**config.mk**
```make
export PLATFORM = sky130hd
export DESIGN_NAME = gsau_top
export DESIGN_NICKNAME = d
export VERILOG_FILES = /design/src/hdl/gsau_pkg.sv /design/src/hdl/gsau_top.sv /design/src/hdl/gsau_writeback.sv /design/src/hdl/gsau_mac_array.sv /design/src/hdl/gsau_issue.sv /design/src/hdl/gsau_fifo.sv
export SDC_FILE = /design/constraint.sdc
export NUM_CORES = 2
export LEC_CHECK = 0
export ABC_CLOCK_PERIOD_IN_PS = 13700
export BUFFER_PORTS_ARGS = -buffer_cell sky130_fd_sc_hd__buf_2
export CORE_UTILIZATION = 35
export DETAILED_ROUTE_END_ITERATION = 8
export SYNTH_ARGS = -nofsm -noshare
export SYNTH_HDL_FRONTEND = slang
export SYNTH_HIERARCHICAL = 1
export SYNTH_SLANG_ARGS = --single-unit
```
**constraint.sdc**
```tcl
create_clock -name CLK -period 13.7 [get_ports CLK]
set_input_delay 0 -clock CLK [delete_from_list [all_inputs] [get_ports CLK]]
set_output_delay 0 -clock CLK [all_outputs]
set_load 0.02 [all_outputs]
```
**src/hdl/gsau_pkg.sv**
```systemverilog
package gsau_pkg;

  // --------------------------------------------------------------------------
  // sizes
  // --------------------------------------------------------------------------

  // vector lanes, also the number of weight rows
  localparam int LANES = 4;

  // one activation or weight element
  localparam int DATA_W = 8;

  // one result lane, wide enough for LANES unsigned 8x8 products
  localparam int PSUM_W = 20;

  // destination register index into veggie
  localparam int VDST_W = 8;

  // queue depths
  localparam int OP_DEPTH = 16;
  // must cover every compute that can sit between issue and writeback
  localparam int DST_DEPTH = 8;

  // --------------------------------------------------------------------------
  // shared types
  // --------------------------------------------------------------------------

  // operand vector, element i at [i]
  typedef logic [LANES-1:0][DATA_W-1:0] vec_t;

  // result vector, lane j at [j]
  typedef logic [LANES-1:0][PSUM_W-1:0] psum_vec_t;

  // scoreboard operation
  typedef struct packed {
    logic [VDST_W-1:0] vdst;
    logic              weight;
  } op_t;

  // issue to array command
  // load_weight and compute are never both set
  typedef struct packed {
    logic load_weight;
    logic compute;
    vec_t data;
  } sa_cmd_t;

endpackage
```
**src/hdl/gsau_top.sv**
```systemverilog
`timescale 1ns/10ps

module gsau_top import gsau_pkg::*; (
  input  logic              CLK,
  input  logic              nRST,
  // scoreboard
  input  logic              sb_valid,
  input  op_t               sb_op,
  output logic              sb_ready,
  // veggie
  input  logic              veg_valid,
  input  vec_t              veg_vdata,
  output logic              veg_ready,
  // writeback buffer
  output logic              wb_valid,
  output psum_vec_t         wb_psum,
  output logic [VDST_W-1:0] wb_vdst,
  input  logic              wb_ready
);

  // op queue
  op_t               op_head;
  logic              op_empty;
  logic              op_full;
  logic              op_pop;
  // destination queue
  logic              dst_push;
  logic [VDST_W-1:0] dst_vdst;
  logic [VDST_W-1:0] dst_head;
  logic              dst_empty;
  logic              dst_pop;
  // pipeline
  sa_cmd_t           cmd;
  logic              stall;
  logic              res_valid;
  psum_vec_t         res_psum;

  // scoreboard sees only the queue fill level
  assign sb_ready = !op_full;

  gsau_fifo #(.entry_t(op_t), .DEPTH(OP_DEPTH)) u_op_fifo (
    .CLK(CLK), .nRST(nRST),
    .push(sb_valid && !op_full), .din(sb_op), .pop(op_pop),
    .dout(op_head), .empty(op_empty), .full(op_full)
  );

  gsau_fifo #(.entry_t(logic [VDST_W-1:0]), .DEPTH(DST_DEPTH)) u_dst_fifo (
    .CLK(CLK), .nRST(nRST),
    .push(dst_push), .din(dst_vdst), .pop(dst_pop),
    .dout(dst_head), .empty(dst_empty), .full()
  );

  gsau_issue u_issue (
    .CLK(CLK), .nRST(nRST),
    .op_head(op_head), .op_empty(op_empty), .op_pop(op_pop),
    .veg_valid(veg_valid), .veg_vdata(veg_vdata), .veg_ready(veg_ready),
    .stall(stall), .cmd(cmd), .dst_push(dst_push), .dst_vdst(dst_vdst)
  );

  gsau_mac_array u_mac_array (
    .CLK(CLK), .nRST(nRST), .cmd(cmd), .stall(stall),
    .res_valid(res_valid), .res_psum(res_psum)
  );

  gsau_writeback u_writeback (
    .CLK(CLK), .nRST(nRST),
    .res_valid(res_valid), .res_psum(res_psum),
    .dst_head(dst_head), .dst_empty(dst_empty), .dst_pop(dst_pop),
    .stall(stall),
    .wb_valid(wb_valid), .wb_psum(wb_psum), .wb_vdst(wb_vdst), .wb_ready(wb_ready)
  );

endmodule

```
**src/hdl/gsau_writeback.sv**
```systemverilog
`timescale 1ns/10ps

module gsau_writeback import gsau_pkg::*; (
  input  logic              CLK,
  input  logic              nRST,
  // result from the array
  input  logic              res_valid,
  input  psum_vec_t         res_psum,
  // destination queue head
  input  logic [VDST_W-1:0] dst_head,
  input  logic              dst_empty,
  output logic              dst_pop,
  // pipeline hold
  output logic              stall,
  // writeback buffer
  output logic              wb_valid,
  output psum_vec_t         wb_psum,
  output logic [VDST_W-1:0] wb_vdst,
  input  logic              wb_ready
);

  // --------------------------------------------------------------------------
  // output holding register
  // --------------------------------------------------------------------------

  logic              valid_q;
  psum_vec_t         psum_q;
  logic [VDST_W-1:0] vdst_q;
  logic              capture;

  // hold everything upstream while an unsent result is blocked
  assign stall = valid_q && !wb_ready;

  // the register is free whenever it is not blocked
  // so a new result can replace one that leaves on the same edge
  assign capture = res_valid && !stall;

  // the matching destination is always at the queue head
  // since computes push in issue order and finish in issue order
  assign dst_pop = capture && !dst_empty;

  always_ff @(posedge CLK or negedge nRST) begin
    if (!nRST) begin
      valid_q <= 1'b0;
    end else if (capture) begin
      valid_q <= 1'b1;
    end else if (wb_ready) begin
      // sent, nothing new behind it
      valid_q <= 1'b0;
    end
  end

  // payload stays put until the next capture
  always_ff @(posedge CLK) begin
    if (capture) begin
      psum_q <= res_psum;
      vdst_q <= dst_head;
    end
  end

  assign wb_valid = valid_q;
  assign wb_psum  = psum_q;
  assign wb_vdst  = vdst_q;

endmodule

```
**src/hdl/gsau_mac_array.sv**
```systemverilog
`timescale 1ns/10ps

module gsau_mac_array import gsau_pkg::*; (
  input  logic      CLK,
  input  logic      nRST,
  input  sa_cmd_t   cmd,
  input  logic      stall,
  output logic      res_valid,
  output psum_vec_t res_psum
);

  // --------------------------------------------------------------------------
  // weight storage
  // --------------------------------------------------------------------------

  // row i holds the weights that multiply vector element i
  vec_t                       w_q [LANES];
  logic [$clog2(LANES)-1:0]   row_ptr_q;

  always_ff @(posedge CLK or negedge nRST) begin
    if (!nRST) begin
      for (int i = 0; i < LANES; i++) begin
        w_q[i] <= '0;
      end
      row_ptr_q <= '0;
    end else if (!stall && cmd.load_weight) begin
      w_q[row_ptr_q] <= cmd.data;
      // rows are filled round robin
      row_ptr_q <= (row_ptr_q == ($clog2(LANES))'(LANES - 1)) ? '0 : row_ptr_q + 1'b1;
    end
  end

  // --------------------------------------------------------------------------
  // compute pipeline
  // --------------------------------------------------------------------------

  // per stage valid bits
  logic v1_q;
  logic v2_q;
  logic v3_q;

  // stage 1 products, stage 2 half sums, stage 3 final sums
  logic [2*DATA_W-1:0] prod_d [LANES][LANES];
  logic [2*DATA_W-1:0] prod_q [LANES][LANES];
  psum_vec_t           lo_d, hi_d;
  psum_vec_t           lo_q, hi_q;
  psum_vec_t           res_d, res_q;

  // element i of the vector against row i lane j
  always_comb begin
    for (int i = 0; i < LANES; i++) begin
      for (int j = 0; j < LANES; j++) begin
        prod_d[i][j] = cmd.data[i] * w_q[i][j];
      end
    end
  end

  // split the row sum into two halves to keep the adder chain short
  always_comb begin
    lo_d = '0;
    hi_d = '0;
    for (int j = 0; j < LANES; j++) begin
      for (int i = 0; i < LANES; i++) begin
        if (i < LANES / 2) begin
          lo_d[j] = lo_d[j] + PSUM_W'(prod_q[i][j]);
        end else begin
          hi_d[j] = hi_d[j] + PSUM_W'(prod_q[i][j]);
        end
      end
    end
  end

  always_comb begin
    for (int j = 0; j < LANES; j++) begin
      res_d[j] = lo_q[j] + hi_q[j];
    end
  end

  // valid chain, everything freezes on stall
  always_ff @(posedge CLK or negedge nRST) begin
    if (!nRST) begin
      v1_q <= 1'b0;
      v2_q <= 1'b0;
      v3_q <= 1'b0;
    end else if (!stall) begin
      v1_q <= cmd.compute;
      v2_q <= v1_q;
      v3_q <= v2_q;
    end
  end

  // datapath, loaded only when the stage input is valid
  always_ff @(posedge CLK) begin
    if (!stall) begin
      if (cmd.compute) prod_q <= prod_d;
      if (v1_q) begin
        lo_q <= lo_d;
        hi_q <= hi_d;
      end
      if (v2_q) res_q <= res_d;
    end
  end

  assign res_valid = v3_q;
  assign res_psum  = res_q;

endmodule

```
**src/hdl/gsau_issue.sv**
```systemverilog
`timescale 1ns/10ps

module gsau_issue import gsau_pkg::*; (
  input  logic              CLK,
  input  logic              nRST,
  // op queue head
  input  op_t               op_head,
  input  logic              op_empty,
  output logic              op_pop,
  // veggie operand stream
  input  logic              veg_valid,
  input  vec_t              veg_vdata,
  output logic              veg_ready,
  // back-pressure from writeback
  input  logic              stall,
  // command into the array
  output sa_cmd_t           cmd,
  // destination queue push
  output logic              dst_push,
  output logic [VDST_W-1:0] dst_vdst
);

  // --------------------------------------------------------------------------
  // veggie pairing
  // --------------------------------------------------------------------------

  logic veg_xfer;
  logic is_weight;

  // a vector is only taken when there is an op waiting for it
  // and the pipeline is free to move
  assign veg_ready = !op_empty && !stall;
  assign veg_xfer  = veg_valid && veg_ready;
  assign is_weight = op_head.weight;

  // every accepted vector consumes exactly one op
  assign op_pop = veg_xfer;

  // computes leave their destination behind in issue order
  // weight loads produce no result so they push nothing
  assign dst_push = veg_xfer && !is_weight;
  assign dst_vdst = op_head.vdst;

  // --------------------------------------------------------------------------
  // command register
  // --------------------------------------------------------------------------

  logic lw_q;
  logic cmp_q;
  vec_t data_q;

  // valid bits, held while stalled
  always_ff @(posedge CLK or negedge nRST) begin
    if (!nRST) begin
      lw_q  <= 1'b0;
      cmp_q <= 1'b0;
    end else if (!stall) begin
      lw_q  <= veg_xfer && is_weight;
      cmp_q <= veg_xfer && !is_weight;
    end
  end

  // operand payload only loads on a transfer
  always_ff @(posedge CLK) begin
    if (!stall && veg_xfer) begin
      data_q <= veg_vdata;
    end
  end

  always_comb begin
    cmd.load_weight = lw_q;
    cmd.compute     = cmp_q;
    cmd.data        = data_q;
  end

endmodule

```
**src/hdl/gsau_fifo.sv**
```systemverilog
`timescale 1ns/10ps

module gsau_fifo #(
  parameter type entry_t = logic,
  parameter int  DEPTH   = 4
) (
  input  logic   CLK,
  input  logic   nRST,
  input  logic   push,
  input  entry_t din,
  input  logic   pop,
  output entry_t dout,
  output logic   empty,
  output logic   full
);

  typedef logic [$clog2(DEPTH)-1:0] ptr_t;
  // one bit wider than the pointers so full and empty differ
  typedef logic [$clog2(DEPTH):0]   cnt_t;

  entry_t mem [DEPTH];
  ptr_t   wr_ptr;
  ptr_t   rd_ptr;
  cnt_t   count;

  // requests past the limits are dropped
  logic do_push;
  logic do_pop;

  assign do_push = push && !full;
  assign do_pop  = pop && !empty;

  // entry storage
  always_ff @(posedge CLK) begin
    if (do_push) begin
      mem[wr_ptr] <= din;
    end
  end

  always_ff @(posedge CLK or negedge nRST) begin
    if (!nRST) begin
      wr_ptr <= '0;
      rd_ptr <= '0;
      count  <= '0;
    end else begin
      // pointers wrap at DEPTH even when it is not a power of two
      if (do_push) begin
        wr_ptr <= (wr_ptr == ptr_t'(DEPTH - 1)) ? '0 : wr_ptr + 1'b1;
      end
      if (do_pop) begin
        rd_ptr <= (rd_ptr == ptr_t'(DEPTH - 1)) ? '0 : rd_ptr + 1'b1;
      end
      // push and pop together leave the count alone
      case ({do_push, do_pop})
        2'b10:   count <= count + 1'b1;
        2'b01:   count <= count - 1'b1;
        default: count <= count;
      endcase
    end
  end

  // head is read straight out of the array
  assign dout  = mem[rd_ptr];
  assign empty = (count == '0);
  assign full  = (count == cnt_t'(DEPTH));

endmodule

```
==> flow_summary.rst <==
.. list-table::
   :header-rows: 1

   * - Metric
     - Value
   * - Master cell of the clock root buffer
     - sky130_fd_sc_hd__clkbuf_16
   * - Yosys Warn Count
     - 6
   * - Synthesized area per cell
     - 11.2 sq um
   * - Worst Clk Skew
     - 0.0716 ns
   * - Worst-Skew Late Latency
     - 0.80 ns
   * - Crit path max-delay cell type
     - sky130_fd_sc_hd__edfxtp_1
   * - Maximum clock insertion buffer count
     - 3
   * - Max-capacitance violation count
     - 0
   * - Max Clk Rate
     - 191 MHz
   * - CTS-repair resized insts
     - 0
   * - Critical-path maximum fanout
     - 19
   * - Overflow after GRT
     - 0
   * - Fraction of final layout cells sized beyond drive strength 1
     - 8.57%
   * - H-tree lvl count
     - 3
   * - Startpoint type of the worst setup path
     - flip-flop
   * - Layout area overhead
     - 10.9%
   * - Row count
     - 170
   * - Arrival time at the worst endpoint
     - 5.73 ns
   * - Global Route Usage Sum
     - 16.1%
   * - Actual transition at the worst max-transition pin
     - 1.17 ns
   * - Detailed placement HPWL
     - 126000 um
   * - Aggregate negative setup slack
     - 0 ns
   * - Clock transition time at the flip-flop clock pins of the worst setup and hold paths
     - 0.06 ns
   * - Routed met3 length
     - 7360 um
   * - Antenna Nets Post-Route
     - 0
   * - Initial drt markers
     - 3100
   * - Final worst path period need
     - 5.24 ns
   * - Full die area
     - 220000 sq um
   * - Final Hold Violating Endpoints
     - 0
   * - Synthesized instance count
     - 6834
   * - Cts bufs inserted
     - 107
   * - Number of cells on the worst hold path
     - 2
   * - # setup viols final
     - 0
   * - Wirelength, routed
     - 175000 um
   * - Sequence of cells on the critical path
     - buf_4 > nand2_1 > fa_1 > fa_1 > inv_1 > fa_1 > inv_1 > fa_1 > inv_1 > ha_1 > o21a_1 > a2111oi_2 > nor3_1 > a311oi_1 > xnor2_1
   * - Length of routed wiring on met1
     - 79800 um
   * - CTS sink count
     - 951
   * - Relative slew slack
     - 21.3%
   * - Cell area after placement
     - 80000 sq um
   * - Via count of the routed design
     - 49600
   * - WL per Instance
     - 17.6 um
   * - Initial Utilization
     - 35.4%
   * - CTS tree
     - yes
   * - Number of buffers inserted by post-CTS setup repair
     - 0
   * - Largest net degree at the start of global routing
     - 160
   * - Hold Path Class
     - input pin to flip-flop
   * - Crit path setup slack, layout
     - 8.46 ns
   * - Critical Path Sink Type
     - flip-flop
   * - Final-layout worst hold slack
     - 0.0521 ns
   * - Crit share post-route
     - 38.3%
   * - CTS hold repair buffers
     - 67
   * - Routed length on met2
     - 83800 um
   * - Global placer's final weighted congestion
     - 0.864
   * - Worst-case setup slack after placement
     - 8.46 ns
   * - Slew Limit Fails
     - 0
   * - Run status
     - finished clean
   * - Nets
     - 8419
   * - Global-route wire length before repair
     - 281000 um
   * - Final design instance area without fill
     - 84500 sq um
   * - Initial antenna violation count
     - 11
   * - Most Frequent Cell on Critical Path
     - sky130_fd_sc_hd__fa_1
   * - Post-DR vias/cell
     - 5.00
   * - Post-detailed-route DRC marker count
     - 0
   * - Core Area
     - 215000 sq um
   * - DIE HEIGHT
     - 469 um
   * - Register-to-Register Path Depth
     - 15
   * - IO Port Bufs
     - 136
   * - Synthesized cell area
     - 76200 sq um
   * - Chip width
     - 469 um
   * - Endpoint required time on the critical path
     - 14.18 ns
   * - Crit-path max cell delay
     - 0.88 ns
   * - Total I/O pin count
     - 137
   * - Count of TritonRoute iterations in the first routing pass
     - 5
   * - RSZ-0062 raised after global routing
     - false
   * - Highest routing layer actually used
     - met5
   * - Worst Path Class, Setup
     - flip-flop to flip-flop
   * - Vias in the first global route
     - 51200
[worst paths after layout]
check / start / slack, ns / endpoint
max: u_issue/cmd[4] / 8.46 / u_mac_array/prod_q[254]
min: veg_vdata[12] / 0.05 / u_issue/cmd[12]
max reg2reg: u_issue/cmd[4] / 8.46 / u_mac_array/prod_q[254]
min reg2reg: u_mac_array/res_psum[12] / 0.42 / u_writeback/wb_psum[12]
max in group asynchronous: nRST / 12.39 / u_op_fifo/rd_ptr[1]
min in group asynchronous: nRST / 0.39 / u_mac_array/w_q[61]
[per-stage QoR]
stage	utilization (%)	instances
2_1_floorplan	-	6841
3_5_place_dp	37.1	9653
4_1_cts	39.2	9921
3_3_place_gp	37.1	9653
5_1_grt	39.2	9922
6_report	39.2	9924
[cell usage in the layout (no fill, tap or decap), types with 13 or more instances in the layout]
cell	instances
sky130_fd_sc_hd__buf_2	135
sky130_fd_sc_hd__buf_4	56
sky130_fd_sc_hd__a211o_1	18
sky130_fd_sc_hd__dlygate4sd3_1	66
sky130_fd_sc_hd__o211ai_1	21
sky130_fd_sc_hd__ha_1	792
sky130_fd_sc_hd__edfxtp_1	792
sky130_fd_sc_hd__clkinv_2	24
sky130_fd_sc_hd__nor3_1	102
sky130_fd_sc_hd__bufinv_16	18
sky130_fd_sc_hd__a21o_1	103
sky130_fd_sc_hd__dfrtp_1	158
sky130_fd_sc_hd__or3_1	32
sky130_fd_sc_hd__o41ai_1	13
sky130_fd_sc_hd__and2_1	827
sky130_fd_sc_hd__nor2_1	228
sky130_fd_sc_hd__o21bai_1	28
sky130_fd_sc_hd__a211oi_1	35
sky130_fd_sc_hd__mux2i_1	40
sky130_fd_sc_hd__inv_1	938
sky130_fd_sc_hd__fa_1	590
sky130_fd_sc_hd__mux2_4	13
sky130_fd_sc_hd__a21oi_1	274
sky130_fd_sc_hd__xnor2_1	212
sky130_fd_sc_hd__nand3_1	46
sky130_fd_sc_hd__nor2b_1	66
sky130_fd_sc_hd__o21ai_0	202
sky130_fd_sc_hd__nand4_1	36
sky130_fd_sc_hd__nand2b_1	29
sky130_fd_sc_hd__a31oi_1	32
sky130_fd_sc_hd__clkbuf_16	107
sky130_fd_sc_hd__and3_1	31
sky130_fd_sc_hd__o21a_1	51
sky130_fd_sc_hd__xor2_1	104
sky130_fd_sc_hd__nand2_1	347
sky130_fd_sc_hd__mux4_1	15
sky130_fd_sc_hd__nor4_1	22
sky130_fd_sc_hd__mux2_2	136
sky130_fd_sc_hd__a311oi_1	15
sky130_fd_sc_hd__mux4_2	28
[cell type report]
cell class / count / area (sq um)
well taps: 2838 / 3550
multi-input cells: 4732 / 44000
clock inverters: 83 / 1090
repair buffers: 260 / 1820
clock buffers: 118 / 2730
diodes: 3 / 7.51
fillers: 20600 / 131000
inverters: 939 / 3520
flip-flops and latches: 951 / 27800
[worst max-delay path: cells and delay by family, from the launching register on]
family / cells / cell delay [ns]
xor+xnor: 1 / 0.11
flops: 1 / 0.88
compound gates: 3 / 0.89
simple gates: 2 / 0.25
fa+ha+maj: 5 / 2.29
buf+inv: 4 / 0.54
[sequential cells by signal, indices dropped and copies added (netlist names), 2 cells and up]
| register | flops |
|---|---|
| u_writeback/wb_vdst | 8 |
| u_dst_fifo/mem | 64 |
| u_mac_array/prod_q | 256 |
| u_op_fifo/count | 5 |
| u_dst_fifo/count | 4 |
| u_mac_array/lo_q | 68 |
| u_op_fifo/mem | 144 |
| u_dst_fifo/wr_ptr | 3 |
| u_op_fifo/rd_ptr | 4 |
| u_dst_fifo/rd_ptr | 3 |
| u_mac_array/hi_q | 68 |
| u_op_fifo/wr_ptr | 4 |
| u_issue/cmd | 32 |
| u_writeback/wb_psum | 80 |
| u_mac_array/w_q | 128 |
| u_mac_array/row_ptr_q | 2 |
| u_mac_array/res_psum | 72 |
[metal layers]
layer,vias to the layer above,global-route usage (%)
met5,-,0
met4,4,4.23
met3,242,2.15
met2,993,27.2
met1,24800,21.6
li1,23600,-
Power is not shown: default switching activity piles up to over one toggle a cycle in this logic, so the estimate is an artifact.
